[config.mk]
export PLATFORM = sky130hd
export DESIGN_NAME = proc_ctrl
export DESIGN_NICKNAME = d
export VERILOG_FILES = /design/src/hdl/proc_ctrl_pkg.sv /design/src/hdl/proc_ctrl.sv /design/src/hdl/hazard_unit.sv /design/src/hdl/inst_decoder.sv /design/src/hdl/stage_ctrl.sv
export VERILOG_INCLUDE_DIRS = /design/src /design/src/hdl
export SDC_FILE = /design/constraint.sdc
export NUM_CORES = 1
export LEC_CHECK = 0
export BUFFER_PORTS_ARGS = -buffer_cell sky130_fd_sc_hd__buf_2
export CORE_MARGIN = 2
export CORE_UTILIZATION = 52
export DETAILED_ROUTE_END_ITERATION = 6
export PLACE_DENSITY = 0.82
export RECOVER_POWER = 100
export SLEW_MARGIN = 40
export SYNTH_ARGS = -nofsm -noshare
export SYNTH_HDL_FRONTEND = slang
export SYNTH_SLANG_ARGS = --single-unit
export TNS_END_PERCENT = 20
[constraint.sdc]
create_clock -name clk -period 2.25 [get_ports clk]
set_input_delay 0.225 -clock clk [delete_from_list [all_inputs] [get_ports clk]]
set_output_delay 0.225 -clock clk [all_outputs]
set_load 0.1 [all_outputs]
[src/hdl/proc_ctrl_params.svh]
// Pipeline control parameters
// Widths, stage indices, instruction field positions and PISA encodings

`ifndef PROC_CTRL_PARAMS_SVH
`define PROC_CTRL_PARAMS_SVH

`define INST_W      32
`define REG_ADDR_W  5
`define NUM_STAGES  5

// Stage indices into the reg_en and valid vectors
`define STG_F 0
`define STG_D 1
`define STG_X 2
`define STG_M 3
`define STG_W 4

// Instruction fields
`define OP_MSB    31
`define OP_LSB    26
`define RS_MSB    25
`define RS_LSB    21
`define RT_MSB    20
`define RT_LSB    16
`define RD_MSB    15
`define RD_LSB    11
`define FUNC_MSB  5
`define FUNC_LSB  0

// Opcodes
`define OP_SPECIAL  6'b000000  // R-type, decoded by func
`define OP_J        6'b000010
`define OP_BEQ      6'b000100
`define OP_BNE      6'b000101
`define OP_ADDIU    6'b001001
`define OP_ORI      6'b001101
`define OP_LUI      6'b001111
`define OP_LW       6'b100011
`define OP_SW       6'b101011

// Function codes under OP_SPECIAL
`define FUNC_JR     6'b001000
`define FUNC_ADDU   6'b100001
`define FUNC_SUBU   6'b100011
`define FUNC_AND    6'b100100
`define FUNC_OR     6'b100101
`define FUNC_XOR    6'b100110

`endif
[src/hdl/proc_ctrl_pkg.sv]
// Pipeline control types
// Select encodings and the bundles passed between stages and to the datapath

`include "proc_ctrl_params.svh"

package proc_ctrl_pkg;

  // Next PC source
  typedef enum logic [1:0] {
    pc_branch = 2'd0,  // Branch target computed in X
    pc_reg    = 2'd1,  // Register value, JR
    pc_jump   = 2'd2,  // Jump target from the immediate
    pc_plus4  = 2'd3
  } pc_sel_e;

  typedef enum logic [1:0] {
    br_none = 2'd0,
    br_eq   = 2'd1,
    br_ne   = 2'd2
  } br_type_e;

  typedef enum logic [1:0] {
    j_none = 2'd0,
    j_imm  = 2'd1,
    j_reg  = 2'd2
  } j_type_e;

  // Operand 1 mux
  typedef enum logic [1:0] {
    op1_rdat     = 2'd0,  // Register file read data
    op1_sext_imm = 2'd1,
    op1_zext_imm = 2'd2
  } op1_sel_e;

  typedef enum logic [2:0] {
    alu_add = 3'd0,
    alu_sub = 3'd1,
    alu_and = 3'd2,
    alu_or  = 3'd3,
    alu_xor = 3'd4,
    alu_lui = 3'd5,  // Immediate into the upper half
    alu_cp1 = 3'd6   // Pass operand 1
  } alu_fn_e;

  typedef enum logic [1:0] {
    mem_none  = 2'd0,
    mem_load  = 2'd1,
    mem_store = 2'd2
  } mem_type_e;

  typedef enum logic {
    wb_alu = 1'b0,
    wb_mem = 1'b1
  } wb_sel_e;

  // Decoded control, carried from D through X, M and W
  typedef struct packed {
    logic                   inst_val;
    br_type_e               br_type;
    j_type_e                j_type;
    alu_fn_e                alu_fn;
    mem_type_e              mem_type;
    wb_sel_e                wb_sel;
    logic                   rf_wen;
    logic [`REG_ADDR_W-1:0] rf_waddr;
  } ctrl_bundle_t;

  // Control to the datapath
  typedef struct packed {
    pc_sel_e                pc_sel_F;
    logic [`NUM_STAGES-1:0] reg_en;     // One enable per stage register
    op1_sel_e               op1_sel_D;
    alu_fn_e                alu_fn_X;
    wb_sel_e                wb_sel_M;
    logic                   rf_wen_W;
    logic [`REG_ADDR_W-1:0] rf_waddr_W;
  } dpath_ctrl_t;

  // Status from the datapath
  typedef struct packed {
    logic [`INST_W-1:0] inst_D;
    logic               br_cond_eq_X;  // Operands equal in X
  } dpath_status_t;

  // Handshake between neighbouring stages
  typedef struct packed {
    logic val;     // Downstream, instruction moving on
    logic stall;   // Upstream, this stage or a later one holds
    logic squash;  // Upstream, a later stage redirects
  } stage_link_t;

endpackage

[src/hdl/proc_ctrl.sv]
// Five-stage pipeline control unit
// Stage chain, decode, hazard stall, redirects and memory val/rdy handshakes

`timescale 1ns/1ps
`include "proc_ctrl_params.svh"

module proc_ctrl (
  input  logic                         clk,
  input  logic                         reset,
  input  proc_ctrl_pkg::dpath_status_t status,
  output proc_ctrl_pkg::dpath_ctrl_t   ctrl,
  output logic                         imemreq_val,
  input  logic                         imemresp_val,
  output logic                         imemresp_rdy,
  output logic                         imemresp_drop,
  output logic                         dmemreq_val,
  output proc_ctrl_pkg::mem_type_e     dmemreq_type,
  input  logic                         dmemreq_rdy,
  input  logic                         dmemresp_val,
  output logic                         dmemresp_rdy
);
  import proc_ctrl_pkg::*;

  logic [`NUM_STAGES-1:0] stall_src;    // Local stall per stage
  logic [`NUM_STAGES-1:0] squash_src;   // Local redirect per stage
  logic [`NUM_STAGES-1:0] reg_en;
  logic [`NUM_STAGES-1:0] stage_val;

  // Boundary i sits in front of stage i, the last one is past W
  logic [`NUM_STAGES:0]   link_val;
  logic [`NUM_STAGES:0]   link_stall;
  logic [`NUM_STAGES:0]   link_squash;

  ctrl_bundle_t           ctrl_D;
  op1_sel_e               op1_sel_D;
  logic                   rs_en_D;
  logic                   rt_en_D;
  logic [`REG_ADDR_W-1:0] rs_D;
  logic [`REG_ADDR_W-1:0] rt_D;
  logic                   stall_hazard_D;
  pc_sel_e                j_pc_sel_D;
  logic                   j_taken_D;

  ctrl_bundle_t [2:0]     bundle_d;     // Index 0 is X, 2 is W
  ctrl_bundle_t [2:0]     bundle_q;
  ctrl_bundle_t           bundle_X;
  ctrl_bundle_t           bundle_M;
  ctrl_bundle_t           bundle_W;
  logic                   live_X;
  logic                   br_taken_X;
  logic                   mem_X;
  logic                   mem_M;

  // ------------------------------------------------------------------------
  // Stage chain
  // ------------------------------------------------------------------------

  assign link_val[`STG_F]         = 1'b1;  // F fetches every cycle it can
  assign link_stall[`NUM_STAGES]  = 1'b0;
  assign link_squash[`NUM_STAGES] = 1'b0;

  for (genvar i = 0; i < `NUM_STAGES; i++) begin : g_stage
    stage_link_t link_in;

    assign link_in = '{val: link_val[i], stall: link_stall[i], squash: link_squash[i]};

    stage_ctrl u_stage_ctrl (
      .clk         (clk),
      .reset       (reset),
      .prev        (link_in),
      .stall_self  (stall_src[i]),
      .squash_self (squash_src[i]),
      .next_stall  (link_stall[i+1]),
      .next_squash (link_squash[i+1]),
      .reg_en      (reg_en[i]),
      .val         (stage_val[i]),
      .next_val    (link_val[i+1]),
      .prev_stall  (link_stall[i]),
      .prev_squash (link_squash[i])
    );
  end

  always_comb begin
    stall_src              = '0;
    squash_src             = '0;
    stall_src[`STG_F]      = !imemresp_val && !imemresp_drop;
    stall_src[`STG_D]      = stall_hazard_D;
    stall_src[`STG_X]      = mem_X && !dmemreq_rdy;   // Request not yet accepted
    stall_src[`STG_M]      = mem_M && !dmemresp_val;  // Response still outstanding
    squash_src[`STG_D]     = j_taken_D;
    squash_src[`STG_X]     = br_taken_X;
  end

  // ------------------------------------------------------------------------
  // D stage: decode, hazards, jumps
  // ------------------------------------------------------------------------

  assign rs_D = status.inst_D[`RS_MSB:`RS_LSB];
  assign rt_D = status.inst_D[`RT_MSB:`RT_LSB];

  inst_decoder u_inst_decoder (
    .inst    (status.inst_D),
    .ctrl    (ctrl_D),
    .op1_sel (op1_sel_D),
    .rs_en   (rs_en_D),
    .rt_en   (rt_en_D)
  );

  hazard_unit u_hazard_unit (
    .rs    (rs_D),
    .rt    (rt_D),
    .rs_en (rs_en_D),
    .rt_en (rt_en_D),
    .val_D (stage_val[`STG_D]),
    .dst_X (bundle_X),
    .dst_M (bundle_M),
    .dst_W (bundle_W),
    .val_X (stage_val[`STG_X]),
    .val_M (stage_val[`STG_M]),
    .val_W (stage_val[`STG_W]),
    .stall (stall_hazard_D)
  );

  always_comb begin
    j_pc_sel_D = pc_plus4;
    if (stage_val[`STG_D]) begin
      case (ctrl_D.j_type)
        j_imm:   j_pc_sel_D = pc_jump;
        j_reg:   j_pc_sel_D = pc_reg;
        default: j_pc_sel_D = pc_plus4;
      endcase
    end
  end

  assign j_taken_D = (j_pc_sel_D != pc_plus4);

  // ------------------------------------------------------------------------
  // X, M and W control registers
  // ------------------------------------------------------------------------

  assign bundle_d = {bundle_q[1], bundle_q[0], ctrl_D};

  always_ff @(posedge clk) begin
    for (int s = 0; s < 3; s++) begin
      if (reset) begin
        bundle_q[s].rf_wen <= 1'b0;
      end else if (reg_en[`STG_X + s]) begin
        bundle_q[s] <= bundle_d[s];
      end
    end
  end

  assign bundle_X = bundle_q[0];
  assign bundle_M = bundle_q[1];
  assign bundle_W = bundle_q[2];

  // Branch resolution, unknown words act as bubbles
  assign live_X = stage_val[`STG_X] && bundle_X.inst_val;

  always_comb begin
    br_taken_X = 1'b0;
    if (live_X) begin
      case (bundle_X.br_type)
        br_eq:   br_taken_X = status.br_cond_eq_X;
        br_ne:   br_taken_X = !status.br_cond_eq_X;
        default: br_taken_X = 1'b0;
      endcase
    end
  end

  // ------------------------------------------------------------------------
  // Memory handshakes and datapath control
  // ------------------------------------------------------------------------

  assign imemreq_val   = !link_stall[`STG_F];
  assign imemresp_rdy  = !link_stall[`STG_D];
  assign imemresp_drop = link_squash[`STG_D] && !link_stall[`STG_D];  // Wrong-path fetch

  assign mem_X        = live_X && (bundle_X.mem_type != mem_none);
  assign dmemreq_val  = mem_X && !link_stall[`STG_M];
  assign dmemreq_type = bundle_X.mem_type;
  assign mem_M        = stage_val[`STG_M] && (bundle_M.mem_type != mem_none);
  assign dmemresp_rdy = mem_M && !link_stall[`STG_W];

  always_comb begin
    ctrl.pc_sel_F   = br_taken_X ? pc_branch : j_pc_sel_D;  // Branch beats jump
    ctrl.reg_en     = reg_en;
    ctrl.op1_sel_D  = op1_sel_D;
    ctrl.alu_fn_X   = bundle_X.alu_fn;
    ctrl.wb_sel_M   = bundle_M.wb_sel;
    ctrl.rf_wen_W   = link_val[`NUM_STAGES] && bundle_W.rf_wen;  // Retiring instruction
    ctrl.rf_waddr_W = bundle_W.rf_waddr;
  end

endmodule

[src/hdl/hazard_unit.sv]
// Read-after-write hazard detection
// Stalls D while a valid X, M or W instruction still has to write a D source

`timescale 1ns/1ps
`include "proc_ctrl_params.svh"

module hazard_unit (
  input  logic [`REG_ADDR_W-1:0]      rs,
  input  logic [`REG_ADDR_W-1:0]      rt,
  input  logic                        rs_en,
  input  logic                        rt_en,
  input  logic                        val_D,
  input  proc_ctrl_pkg::ctrl_bundle_t dst_X,
  input  proc_ctrl_pkg::ctrl_bundle_t dst_M,
  input  proc_ctrl_pkg::ctrl_bundle_t dst_W,
  input  logic                        val_X,
  input  logic                        val_M,
  input  logic                        val_W,
  output logic                        stall
);
  import proc_ctrl_pkg::*;

  logic rs_hit;
  logic rt_hit;

  // Write to src still pending in one later stage, r0 never conflicts
  function automatic logic pending(
    input ctrl_bundle_t           dst,
    input logic                   dst_val,
    input logic [`REG_ADDR_W-1:0] src
  );
    return dst_val && dst.rf_wen && (dst.rf_waddr == src) && (src != '0);
  endfunction

  assign rs_hit = rs_en && (pending(dst_X, val_X, rs) || pending(dst_M, val_M, rs) ||
                            pending(dst_W, val_W, rs));
  assign rt_hit = rt_en && (pending(dst_X, val_X, rt) || pending(dst_M, val_M, rt) ||
                            pending(dst_W, val_W, rt));

  assign stall = val_D && (rs_hit || rt_hit);  // No bypass, wait for writeback

endmodule

[src/hdl/inst_decoder.sv]
// Instruction decoder
// Control table from the D-stage instruction word to its control bundle

`timescale 1ns/1ps
`include "proc_ctrl_params.svh"

module inst_decoder (
  input  logic [`INST_W-1:0]          inst,
  output proc_ctrl_pkg::ctrl_bundle_t ctrl,
  output proc_ctrl_pkg::op1_sel_e     op1_sel,
  output logic                        rs_en,
  output logic                        rt_en
);
  import proc_ctrl_pkg::*;

  typedef struct packed {
    ctrl_bundle_t bundle;
    op1_sel_e     op1_sel;
    logic         rs_en;
    logic         rt_en;
  } dec_row_t;

  localparam logic y = 1'b1;
  localparam logic n = 1'b0;
  localparam logic [`REG_ADDR_W-1:0] r0 = '0;  // No write

  logic [`REG_ADDR_W-1:0] rt;
  logic [`REG_ADDR_W-1:0] rd;
  dec_row_t               row;

  function automatic dec_row_t cs(
    input logic                   val,
    input br_type_e               br,
    input j_type_e                j,
    input op1_sel_e               op1,
    input logic                   rs_rd,
    input logic                   rt_rd,
    input alu_fn_e                alu,
    input mem_type_e              mem,
    input wb_sel_e                wb,
    input logic                   wen,
    input logic [`REG_ADDR_W-1:0] waddr
  );
    dec_row_t r;
    r.bundle.inst_val = val;
    r.bundle.br_type  = br;
    r.bundle.j_type   = j;
    r.bundle.alu_fn   = alu;
    r.bundle.mem_type = mem;
    r.bundle.wb_sel   = wb;
    r.bundle.rf_wen   = wen;
    r.bundle.rf_waddr = waddr;
    r.op1_sel         = op1;
    r.rs_en           = rs_rd;
    r.rt_en           = rt_rd;
    return r;
  endfunction

  assign rt = inst[`RT_MSB:`RT_LSB];
  assign rd = inst[`RD_MSB:`RD_LSB];

  // Columns: val br j op1 rs_en rt_en alu mem wb wen waddr
  always_comb begin
    casez (inst)
      {`INST_W{1'b0}}:  // NOP
        row = cs(y, br_none, j_none, op1_rdat, n, n, alu_add, mem_none, wb_alu, n, r0);
      {`OP_SPECIAL, 20'b?, `FUNC_ADDU}:
        row = cs(y, br_none, j_none, op1_rdat, y, y, alu_add, mem_none, wb_alu, y, rd);
      {`OP_SPECIAL, 20'b?, `FUNC_SUBU}:
        row = cs(y, br_none, j_none, op1_rdat, y, y, alu_sub, mem_none, wb_alu, y, rd);
      {`OP_SPECIAL, 20'b?, `FUNC_AND}:
        row = cs(y, br_none, j_none, op1_rdat, y, y, alu_and, mem_none, wb_alu, y, rd);
      {`OP_SPECIAL, 20'b?, `FUNC_OR}:
        row = cs(y, br_none, j_none, op1_rdat, y, y, alu_or, mem_none, wb_alu, y, rd);
      {`OP_SPECIAL, 20'b?, `FUNC_XOR}:
        row = cs(y, br_none, j_none, op1_rdat, y, y, alu_xor, mem_none, wb_alu, y, rd);
      {`OP_ADDIU, 26'b?}:
        row = cs(y, br_none, j_none, op1_sext_imm, y, n, alu_add, mem_none, wb_alu, y, rt);
      {`OP_ORI, 26'b?}:
        row = cs(y, br_none, j_none, op1_zext_imm, y, n, alu_or, mem_none, wb_alu, y, rt);
      {`OP_LUI, 26'b?}:
        row = cs(y, br_none, j_none, op1_zext_imm, n, n, alu_lui, mem_none, wb_alu, y, rt);
      {`OP_BEQ, 26'b?}:  // Equality flag comes from the datapath
        row = cs(y, br_eq, j_none, op1_rdat, y, y, alu_sub, mem_none, wb_alu, n, r0);
      {`OP_BNE, 26'b?}:
        row = cs(y, br_ne, j_none, op1_rdat, y, y, alu_sub, mem_none, wb_alu, n, r0);
      {`OP_J, 26'b?}:
        row = cs(y, br_none, j_imm, op1_rdat, n, n, alu_add, mem_none, wb_alu, n, r0);
      {`OP_SPECIAL, 20'b?, `FUNC_JR}:
        row = cs(y, br_none, j_reg, op1_rdat, y, n, alu_add, mem_none, wb_alu, n, r0);
      {`OP_LW, 26'b?}:
        row = cs(y, br_none, j_none, op1_sext_imm, y, n, alu_add, mem_load, wb_mem, y, rt);
      {`OP_SW, 26'b?}:  // rt holds the store data
        row = cs(y, br_none, j_none, op1_sext_imm, y, y, alu_add, mem_store, wb_alu, n, r0);
      default:
        row = cs(n, br_none, j_none, op1_rdat, n, n, alu_add, mem_none, wb_alu, n, r0);
    endcase
  end

  assign ctrl    = row.bundle;
  assign op1_sel = row.op1_sel;
  assign rs_en   = row.rs_en;
  assign rt_en   = row.rt_en;

endmodule

[src/hdl/stage_ctrl.sv]
// Pipeline stage bookkeeping
// Keeps the stage valid bit and merges local stall and squash with downstream

`timescale 1ns/1ps

module stage_ctrl (
  input  logic                       clk,
  input  logic                       reset,
  input  proc_ctrl_pkg::stage_link_t prev,
  input  logic                       stall_self,
  input  logic                       squash_self,
  input  logic                       next_stall,
  input  logic                       next_squash,
  output logic                       reg_en,
  output logic                       val,
  output logic                       next_val,
  output logic                       prev_stall,
  output logic                       prev_squash
);

  logic stall_curr;
  logic squash_curr;

  // A squashed stage never holds the pipe
  assign stall_curr  = val && stall_self && !next_squash;

  // Redirect only on the cycle this stage moves on
  assign squash_curr = val && squash_self && !stall_curr && !next_stall;

  assign reg_en      = !stall_curr && !next_stall;
  assign next_val    = val && !stall_curr && !next_squash;  // Bubble when held or killed
  assign prev_stall  = stall_curr || next_stall;
  assign prev_squash = squash_curr || next_squash;

  always_ff @(posedge clk) begin
    if (reset) begin
      val <= 1'b0;
    end else if (reg_en) begin
      val <= prev.val;
    end
  end

endmodule

# Yosys cells after proc, flatten, opt, wreduce, memory -nomap -nowiden

Index checks and enable logic that the tools add are counted.

Reductions and logical operators: 77
Bitwise gates (word level): 2
Equality and inequality tests: 25
Muxes and demuxes: 6

Operators with widths:

| operator                                                          | number |
|---|---|
| 21-bit case mux with 15 select lines                              | 1 |
| 12-bit by 6-bit == test with 1-bit output (second input constant) | 5 |
| 1-bit logical AND                                                 | 47 |
| 32-bit logical NOT                                                | 1 |
| 5-bit == test                                                     | 6 |
| 6-bit by 4-bit == test with 1-bit output (second input constant)  | 3 |
| 1-bit logical NOT                                                 | 14 |
| 12-bit by 4-bit == test with 1-bit output (second input constant) | 1 |
| 6-bit by 3-bit == test with 1-bit output (second input constant)  | 2 |
| 6-bit == test (second input constant)                             | 2 |
| 5-bit nonzero test                                                | 2 |
| 1-bit logical OR                                                  | 9 |
| 6-bit by 2-bit == test with 1-bit output (second input constant)  | 1 |
| 2-bit by 1-bit == test with 1-bit output (second input constant)  | 2 |
| 2-bit == test (second input constant)                             | 2 |
| 2-bit two-way mux                                                 | 2 |
| 2-bit case mux with 2 select lines                                | 1 |
| 2-bit AND reduction                                               | 2 |
| 2-bit nonzero test                                                | 2 |
| 2-bit != test (second input constant)                             | 1 |
| 1-bit NOT                                                         | 2 |
| 1-bit case mux with 2 select lines                                | 1 |
| 1-bit two-way mux                                                 | 1 |

Logic and storage cells: 128
Output and inout bits: 26
Flip-flop bits (word level): 35
Input port bits: 38

# Depth between registers and ports, before layout

Gate-level depths: netlist of run 1.

Depth after elaboration: 22
Mapped depth: 8
Depth with buffers taken out: 6

# Cells and area by module

Synthesis of run 1 repeated with hierarchy kept, for this count alone.

Cell total of the unflattened synthesis: 260
Area, all modules: 3,015.4 um^2

By module, submodules not included:

| module       | instances | cells an instance | sequential area each (um^2) | area an instance (um^2) |
|---|---|---|---|---|
| proc_ctrl    | 1         | 94                | 1,501.4                     | 1,766.7 |
| inst_decoder | 1         | 70                | 0.0                         | 447.9 |
| stage_ctrl   | 5         | 9                 | 20.0                        | 81.3 |
| hazard_unit  | 1         | 51                | 0.0                         | 394.1 |

# Worst setup path before layout of run 1

No wires, ideal clock.

Path type: register to output
Start point: register g_stage[4].u_stage_ctrl.val
End point: output imemresp_drop
Required time: 2,025 ps
Buffers on the path: 0
Arrival: 3,648 ps
Stages on the path, launching flop included: 7
Setup slack: -1,623 ps
Cells stage by stage: dfxtp_1 -> and2_1 -> nand2_1 -> o22ai_1 -> o221ai_1 -> o31ai_4 -> a211oi_1

RTL lines:

| element                | line             | RTL |
|---|---|---|
| from (decl)            | stage_ctrl.sv:15 | `output logic val,` |
| from (signal assigned) | stage_ctrl.sv:39 | `val <= prev.val;` |
| to (decl)              | proc_ctrl.sv:15  | `output logic imemresp_drop,` |

# Worst setup path after layout of run 1

Start point: input status[31] (netlist bit)
End point: output imemresp_drop

Cells in the longest elaborated chain, start to end: 12
Elaborated cells on any way between the ends: 35
Those cells by class: eq/ne: 17; mux: 3; reduce/logical: 15

Ends and longest elaborated chain:

| element                                               | line               | RTL |
|---|---|---|
| from (decl)                                           | proc_ctrl.sv:10    | `input proc_ctrl_pkg::dpath_status_t status,` |
| 32-bit logical NOT, or another cell as far along      | inst_decoder.sv:64 | `casez (inst)` |
| 21-bit case mux with 15 select lines *                | inst_decoder.sv:64 |  |
| branches (longest 9 deep; another with 2-bit == test) | --                 |  |
| 1-bit logical AND *                                   | proc_ctrl.sv:177   | `` assign imemresp_drop = link_squash[`STG_D] && !link_stall[`STG_D]; `` |

Mark *: on every way between the ends.

==> impl_metrics.json, run 1 <==
{
  "mappedNetlistArea_um2": 2187,
  "synth-async-reset-ratio_pct": 0,
  "setup_viol": 5,
  "reg2reg_depth": 7,
  "critical_path_required_ps": 2030,
  "total_leakage_power_nw": 1.060,
  "routed_wire_length_per_instance_um": 14.81,
  "rsz_0062_raised_after_global_routing": "yes",
  "cp_max_fo": 4,
  "route.vias.total": 1935,
  "worst_r2r_startpoint": "bundle_X[2]$_DFFE_PP_",
  "cts_num_sinks": 33,
  "timing_max_transition_violations_final": 0,
  "tritoncts.num_buffers": 5,
  "setup_ws_ps": -285.5,
  "syn_area_per_cell_um2": 9.987,
  "nNetsFinal": 334,
  "pre_cts_slack_ps": -60.19,
  "cts.path.max_buffers": 2,
  "grt_overflow_total": 0,
  "totalNegativeSetupSlack_ps": -1191,
  "cts.clk_slew.worst_paths_ps": 60,
  "clock_tree.root_cell": "clkbuf_8",
  "first_global_vias": 1873,
  "die_height_um": 68.86,
  "clock_skew_ps": 3.897,
  "register_area_um2": 910.9,
  "crit_path_start_kind": "primary input",
  "violations": "negative setup slack",
  "hold_viol": 0,
  "hold_path_startpoint": "status[14]",
  "antenna-diode-count": 0,
  "largest_net_degree_at_the_start_of_global_routing": 13,
  "drc_violation_count_after_routing": 0,
  "area_growth_syn_to_layout_pct": 25.63,
  "capture_instance_of_the_worst_register_to_register_path": "g_stage[2].u_stage_ctrl.val$_SDFFE_PP0P_",
  "antenna_violations_before_repair": 0,
  "max_cap_violations": 0,
  "run_status": "complete, but fails checks",
  "crit_type": "primary input to output port",
  "max_slew.worst_pin.slew_ps": 1166,
  "cellPowerDensity_nw_per_um2": 540.6,
  "number_of_enable_type_register_cells_in_the_synthesized_netlist": 25,
  "synth_fp_nets": 257,
  "max_clock_freq_ghz": 0.3944,
  "gp_routability_congestion": 0.9240,
  "violation_count_after_the_first_detailed_routing_iteration": 79,
  "number_of_h_tree_levels": 2,
  "place.detailed.hpwl_mm": 4.186,
  "syn-instance-count": 219,
  "critPathCaptureType": "output port",
  "hold-path-endpoint": "bundle_X[2]$_DFFE_PP_",
  "r2r_slack_ps": 340,
  "count_of_yosys_warnings_during_synthesis": 0,
  "ys_dominant_reg_cell": "edfxtp_1",
  "first_pass_iters": 4,
  "ys_ff_latch": 33,
  "globalRouteTotalUtil_pct": 23.48,
  "post_route_wl_mm": 5.140,
  "multi_input_comb_area_um2": 1130,
  "clock_tree_from_tritoncts": "done",
  "fillerInstances": 335,
  "ys_seq_area_share_pct": 41.65,
  "number_of_buffers_inserted_by_port_buffering": 62,
  "critPathArrivalTime_ps": 2310,
  "antenna_left": 0,
  "whs_path_depth": 2,
  "dieArea_um2": 4741,
  "top_level_ports": 64,
  "floorplan.die.width_um": 68.86,
  "timing.slew.headroom_pct": 22.63,
  "viasPerCell": 5.576,
  "finalWorstPathRequiredPeriod_ps": 2536,
  "layout-drive-gt1-share_pct": 29.97,
  "worst_ir_drop_vdd_v": 0.0002723,
  "hold_path.class": "primary input to register",
  "design.core.area_um2": 4029,
  "floorplan_row_count": 23,
  "cts_hold_buffers": 0,
  "insertion_delay_ps": 280,
  "unique_cell_type_count_in_the_yosys_netlist": 54,
  "fin_crit_sh_pct": 112.7,
  "floorplan.initialDensity_pct": 54.29,
  "grt_first_pass_wirelength_mm": 7.997
}
-- layout make-up --
class,instances,area share [%]
inverter,8,1.093
clock buffer,8,2.914
timing repair buffer,92,19.44
sequential,33,33.15
tap,50,2.277
multi-input combinational,156,41.12
-- worst max path at each step --
stage / from / to / slack [ps] / cells after the start
6_report: status[31] / imemresp_drop / -290 / 9
5_1_grt: bundle_X[2]$_DFFE_PP_ / ctrl[12] / -360 / 8
4_1_cts: bundle_X[2]$_DFFE_PP_ / imemreq_val / -250 / 8
3_5_place_dp: ctrl[0]$_DFFE_PN_ / imemreq_val / -60 / 8
3_3_place_gp: ctrl[0]$_DFFE_PN_ / imemreq_val / -7 / 8
2_1_floorplan: status[30] / ctrl[13] / -360 / 8
-- cells by family after synthesis --
| kind of cell | count (synthesis) | share of synthesized area (%) |
|---|---|---|
| DFF | 33 | 41.65 |
| other | 1 | 0.1715 |
| and+or+nand+nor | 84 | 21.85 |
| xor gates and xnor gates | 32 | 12.81 |
| buffers and inverters | 30 | 8.753 |
| AOI/OAI and AO/OA | 39 | 14.76 |
-- where the power goes --
group	internal [mW]	switching, mW
Clock	0.219	0.202
Combinational	0.115	0.241
Sequential	0.686	0.0210
Total	1.02	0.464
-- state kept, by name (all words and copies together) (netlist names) --
register / count
bundle_M: 8
dmemreq_type: 2
bundle_X: 9
bundle_W: 1
ctrl: 8
g_stage.u_stage_ctrl.val: 5
-- stage by stage --
step	hold slack [ps]	power (mW)	utilization [%]	instance area (um2)	instances
6_report	255.6	1.485	68.20	2748	347
5_1_grt	260.3	1.550	68.20	2748	347
4_1_cts	209.3	1.509	69.81	2813	347
3_5_place_dp	482.6	1.082	66.86	2694	337
3_3_place_gp	463.6	1.073	66.86	2694	337
2_1_floorplan	416.1	0.9719	-	2235	219
-- what timing repair did --
| item | CTS | global route |
|---|---|---|
| pin swaps | 3 | 0 |
| setup buffers | 2 | 0 |
| setup endpoints to repair | 5 | 6 |
| resized for setup | 6 | 1 |
-- critical path, stage by stage --
cell and delay (ps):
clkbuf_1 200, nand2b_1 170, a211o_1 160, o311ai_2 140
a2111oi_0 620, nor2_1 120, buf_4 200, a211oi_4 270
buf_12 210
-- cells in the mapped netlist (all sizes together), types with 3 or more instances --
| cell | instances | area (um2) |
|---|---|---|
| and3 | 4 | 26.28 |
| a21oi | 7 | 35.03 |
| buf | 21 | 157.7 |
| edfxtp | 25 | 750.7 |
| nor2b | 6 | 37.54 |
| inv | 8 | 30.03 |
| nor4 | 6 | 52.55 |
| xor2 | 12 | 105.1 |
| a22o | 6 | 52.55 |
| nand4 | 6 | 37.54 |
| and2 | 3 | 18.77 |
| nand3 | 6 | 35.03 |
| xnor2 | 20 | 175.2 |
| o21ai | 6 | 30.02 |
| dfxtp | 8 | 160.2 |
| nor3 | 13 | 70.07 |
| nor2 | 15 | 56.30 |
| nand2 | 14 | 52.55 |
-- routing by layer --
layer / global-route usage (%) / share of wire, % / vias up
met5: 0 / 0 / -
met4: 9.804 / 2.5 / 0
met3: 5.195 / 6.4 / 13
met2: 42.43 / 50 / 82
met1: 26.55 / 41 / 901
li1: - / - / 939
-- cells in the final DEF (no fill, tap or decap), drive strengths merged, types with 2 or more instances in the layout --
cell	instances
buf	58
clkbuf	42
edfxtp	25
xnor2	20
nor2	15
nand2	14
nor3	13
xor2	12
inv	8
dfxtp	8
a21oi	7
nor2b	6
nand4	6
a22o	6
o21ai	6
nand3	6
nor4	6
and3	4
and2	3
o211ai	2
nand2b	2
o21a	2
o2bb2ai	2
o22ai	2
o211a	2
or4	2
(Power assumes the default switching activity.)
==> inputs of run 2 (changes only) <==
clock period = 2.6 ns   (was 2.25 ns; I/O delays follow)
==> impl_metrics.json, run 2 (synthesized netlist as in run 1, its figures left out) <==
{
  "run_status": "finished, final reports clean",
  "global_route.usage.met1_pct": 28.36,
  "critical_path_required_ps": 2340,
  "place.detailed.hpwl_mm": 3.914,
  "met3_usage_pct": 4.383,
  "die_height_um": 68.86,
  "number_of_h_tree_levels": 2,
  "insertion_delay_ps": 280,
  "mostFrequentLayoutCells": "44 x buf_2, 25 x edfxtp_1, 20 x xnor2_1",
  "max_slew.worst_pin.slew_ps": 1179,
  "crit_path_start_kind": "register",
  "critical_path.max_stage_delay_ps": 450,
  "total_leakage_power_nw": 1.006,
  "critPathArrivalTime_ps": 2290,
  "grt_first_pass_wirelength_mm": 7.755,
  "fin_crit_sh_pct": 98.15,
  "grt_overflow_total": 0,
  "pre_cts_slack_ps": 140.8,
  "clock_tree_from_tritoncts": "done",
  "crit_type": "register to output port",
  "antenna-diode-count": 0,
  "area_growth_syn_to_layout_pct": 19.22,
  "drc_violation_count_after_routing": 0,
  "cts_hold_buffers": 0,
  "cts.path.max_buffers": 2,
  "post-layout-total-power_mw": 1.278,
  "antenna_violations_before_repair": 0,
  "floorplan.initialDensity_pct": 54.29,
  "placed_area_um2": 2506,
  "cell_family_with_the_largest_share_of_critical_path_delay": "simple AND/OR/NAND/NOR gates",
  "first_global_vias": 1693,
  "largest_register_ff_count": 9,
  "setup_viol": 0,
  "floorplan_row_count": 23,
  "grt-busiest-layer": "met2",
  "cp_max_fo": 4,
  "cpMaxStageDelayCell": "edfxtp_1",
  "viasPerCell": 5.734,
  "timing.hold.ws_ps": 290.3,
  "number_of_buffers_inserted_by_port_buffering": 62,
  "rsz_0062_raised_after_global_routing": "yes",
  "setup_ws_ps": 48.09,
  "critical_path.cell_chain": "xnor2_1 -> nand4_1 -> or3_1 -> and3_1 -> o31ai_4 -> buf_12 -> a21oi_4 -> buf_4",
  "timing.slew.headroom_pct": 21.73,
  "violation_count_after_the_first_detailed_routing_iteration": 90,
  "tritoncts.num_buffers": 5,
  "met2_usage_pct": 38.82,
  "fillerInstances": 342,
  "dieArea_um2": 4741,
  "routed_wire_length_per_instance_um": 15.32,
  "cellPowerDensity_nw_per_um2": 490.2,
  "critPathCaptureType": "output port",
  "route.vias.total": 1852,
  "nNetsFinal": 310,
  "largest_net_degree_at_the_start_of_global_routing": 14,
  "top_level_ports": 64,
  "hold_viol": 0,
  "first_pass_iters": 4,
  "clock_tree.root_cell": "clkbuf_8",
  "cts.clk_slew.worst_paths_ps": 70,
  "worst_ir_drop_vdd_v": 0.0002553,
  "timing_max_transition_violations_final": 0,
  "gp_routability_congestion": 0.9216,
  "cts_num_sinks": 33,
  "finalWorstPathRequiredPeriod_ps": 2552,
  "final_area_um2": 2608,
  "clock_skew_ps": 4.592,
  "max_clock_freq_ghz": 0.3919,
  "floorplan.die.width_um": 68.86,
  "layout-drive-gt1-share_pct": 30.77,
  "globalRouteTotalUtil_pct": 22.64,
  "commonest_non_fill_non_tap_cell_in_the_layout": "buf_2",
  "max_cap_violations": 0,
  "design.core.area_um2": 4029,
  "crit_buf_inv": 2,
  "antenna_left": 0,
  "post_route_wl_mm": 4.949,
  "hold_path.class": "primary input to register"
}
==> run 2: cell types whose count changed in the layout (fill, tap and decap cells not counted), sizes merged <==
cell and change:
buf -3, clkbuf -24, clkinv +2, inv +1
==> run 2: stage by stage <==
step	std cells	util, %	TNS (ps)
floorplan	219	-	-139.6
global placement	314	62.21	0
detailed placement	314	62.21	0
CTS	323	64.88	-82.36
global route	323	64.72	-52.12
finish	323	64.72	0
==> run 2: report_power, final <==
| part | internal [mW] | switching [mW] |
|---|---|---|
| sequential | 0.594 | 0.0211 |
| combinational | 0.0840 | 0.201 |
| clock | 0.185 | 0.194 |
==> run 2: worst paths after layout <==
kind	from	to	depth (start not counted)	slack [ps]
setup / recovery	bundle_X[3]$_DFFE_PP_	imemresp_rdy	8	50
hold / removal	status[14]	bundle_X[2]$_DFFE_PP_	2	290
setup reg to reg	bundle_X[3]$_DFFE_PP_	g_stage[2].u_stage_ctrl.val$_SDFFE_PP0P_	8	600
hold reg to reg	dmemreq_type[1]$_DFFE_PP_	bundle_M[8]$_DFFE_PP_	0	490
==> run 2: area by class of cell <==
type                       instances  area [um2]  area share, %
multi-input combinational        156        1131          43.38
sequential                        33       910.9          34.93
timing repair buffer              68       387.9          14.88
clock buffer                       5       68.82          2.639
tap                               50       62.56          2.399
inverter                           8       30.03          1.152
clock inverter                     3       16.27         0.6238
==> run 2: what timing repair did <==
action,4_1_cts,5_1_grt
gates cloned,0,0
pin swaps,1,0
buffers inserted,1,0
endpoints found under the setup margin,5,5
resized for setup,1,6
==> run 2: per-layer routing <==
| layer | routed length [um] | vias to the layer above | part of all wire, % |
|---|---|---|---|
| met3 | 236 | 11 | 4.8 |
| li1 | - | 893 | - |
| met4 | 100 | 0 | 2.0 |
| met1 | 2188 | 888 | 44 |
| met2 | 2424 | 60 | 49 |
| met5 | 0 | - | 0 |
==> inputs of run 3 (changes only) <==
CELL_PAD_IN_SITES_DETAIL_PLACEMENT = 2   (was default)
CELL_PAD_IN_SITES_GLOBAL_PLACEMENT = 2   (was default)
CORE_UTILIZATION = 31   (was 52)
PLACE_DENSITY = 0.81   (was 0.82)
==> impl_metrics.json, run 3 (synthesized netlist as in run 1, its figures left out) <==
{
  "floorplan.initialDensity_pct": 32.19,
  "cts.clk_slew.worst_paths_ps": 70,
  "antenna-diode-count": 0,
  "hold_viol": 0,
  "crit_type": "register to output port",
  "violation_count_after_the_first_detailed_routing_iteration": 56,
  "route.vias.total": 1905,
  "cellPowerDensity_nw_per_um2": 476.3,
  "clock_tree.root_cell": "clkbuf_8",
  "worst_ir_drop_vdd_v": 0.0001551,
  "antenna_violations_before_repair": 0,
  "fin_crit_sh_pct": 101.3,
  "layout-drive-gt1-share_pct": 30.39,
  "routed_wire_length_per_instance_um": 18.12,
  "cts.path.max_buffers": 2,
  "insertion_delay_ps": 290,
  "whs_path_depth": 2,
  "layout.core_utilization_pct": 40.50,
  "design.core.area_um2": 6794,
  "largest_register_ff_count": 9,
  "commonest_non_fill_non_tap_cell_in_the_layout": "buf_2",
  "crit_buf_inv": 2,
  "cts_hold_buffers": 0,
  "max_slew.worst_pin.slew_ps": 1172,
  "nNetsFinal": 320,
  "critical_path.cell_chain": "xor2_1 -> nor4_2 -> nand4_1 -> and3_4 -> o31ai_4 -> buf_4 -> a211oi_4 -> buf_12",
  "total_leakage_power_nw": 1.023,
  "floorplan_row_count": 30,
  "max_clock_freq_ghz": 0.3796,
  "floorplan.die.width_um": 88.00,
  "critPathArrivalTime_ps": 2370,
  "clock_tree_from_tritoncts": "done",
  "grt_overflow_total": 0,
  "die_height_um": 88.00,
  "critical_path_required_ps": 2340,
  "drc_violation_count_after_routing": 0,
  "viasPerCell": 5.026,
  "placed_area_um2": 2594,
  "crit_path_start_kind": "register",
  "totalNegativeSetupSlack_ps": -74.41,
  "number_of_h_tree_levels": 2,
  "largest_net_degree_at_the_start_of_global_routing": 14,
  "run_status": "complete, but fails checks",
  "final_area_um2": 2751,
  "timing.slew.headroom_pct": 22.17,
  "critical_path.max_stage_delay_ps": 440,
  "timing_max_transition_violations_final": 0,
  "tritoncts.num_buffers": 5,
  "instances_no_fill": 379,
  "area_growth_syn_to_layout_pct": 25.80,
  "critical_path_cell_count": 8,
  "grt_first_pass_wirelength_mm": 10.97,
  "setup_viol": 3,
  "clock_skew_ps": 7.110,
  "post_route_wl_mm": 6.867,
  "cell_family_with_the_largest_share_of_critical_path_delay": "simple AND/OR/NAND/NOR gates",
  "gp_routability_congestion": 0.8060,
  "top_level_ports": 64,
  "place.detailed.hpwl_mm": 5.364,
  "max_cap_violations": 0,
  "cts_num_sinks": 33,
  "antenna_left": 0,
  "hold_path.class": "primary input to register",
  "place.detailed.instances": 362,
  "setup_ws_ps": -34.14,
  "violations": "negative setup slack",
  "critPathCaptureType": "output port",
  "dieArea_um2": 7743,
  "first_pass_iters": 4,
  "timing.hold.ws_ps": 289.7,
  "finalWorstPathRequiredPeriod_ps": 2634,
  "reg2reg_depth": 8,
  "r2r_slack_ps": 490,
  "fillerInstances": 774,
  "rsz_0062_raised_after_global_routing": "yes",
  "first_global_vias": 2111,
  "cp_max_fo": 4,
  "globalRouteTotalUtil_pct": 18.99,
  "cpMaxStageDelayCell": "edfxtp_1",
  "number_of_buffers_inserted_by_port_buffering": 62,
  "mostFrequentLayoutCells": "41 x buf_2, 25 x edfxtp_1, 23 x clkbuf_1"
}
[run 3: cell types whose count changed in the layout (fill, tap and decap cells not counted), sizes merged]
cell and change:
clkinvlp +1, inv -1, clkbuf +10
[run 3: layout make-up]
class                      count  area, um2  area share (%)
tap                           96      120.1           4.366
timing repair buffer          78      441.7           16.05
multi-input combinational    156       1162           42.25
clock buffer                   5      68.82           2.501
sequential                    33      910.9           33.11
inverter                       8      30.03           1.091
clock inverter                 3      17.52          0.6367
[run 3: routing by layer]
metal / routed length [um] / vias to the layer above / global-route usage, %
met2: 3750 / 49 / 36.09
met4: 70 / 0 / 5.035
met1: 2790 / 948 / 21.56
met3: 255 / 5 / 3.582
met5: 0 / - / 0
li1: - / 903 / -
[run 3: per-stage QoR]
step	worst slack, ps	power (mW)
4_1_cts	-8.011	1.328
5_1_grt	-128.8	1.365
3_3_place_gp	143.0	0.9132
6_report	-34.14	1.311
3_5_place_dp	10.25	0.9241
2_1_floorplan	-70.07	0.8411
[run 3: repair_timing]
action,4_1_cts,5_1_grt
cloned,0,0
resized for setup,4,9
buffers inserted,9,0
endpoints found under the setup margin,5,5
pin swaps,6,6
[run 3: final timing paths]
check,startpoint,endpoint
max,bundle_M[3]$_DFFE_PP_,imemresp_drop
min,status[14],bundle_X[2]$_DFFE_PP_
max reg2reg,bundle_M[3]$_DFFE_PP_,g_stage[2].u_stage_ctrl.val$_SDFFE_PP0P_
min reg2reg,bundle_M[5]$_SDFFE_PP0N_,bundle_M[5]$_SDFFE_PP0N_
[run 3: where the power goes]
part           internal (mW)  switching, mW
logic                 0.0924          0.216
registers              0.593         0.0215
clock network          0.185          0.203
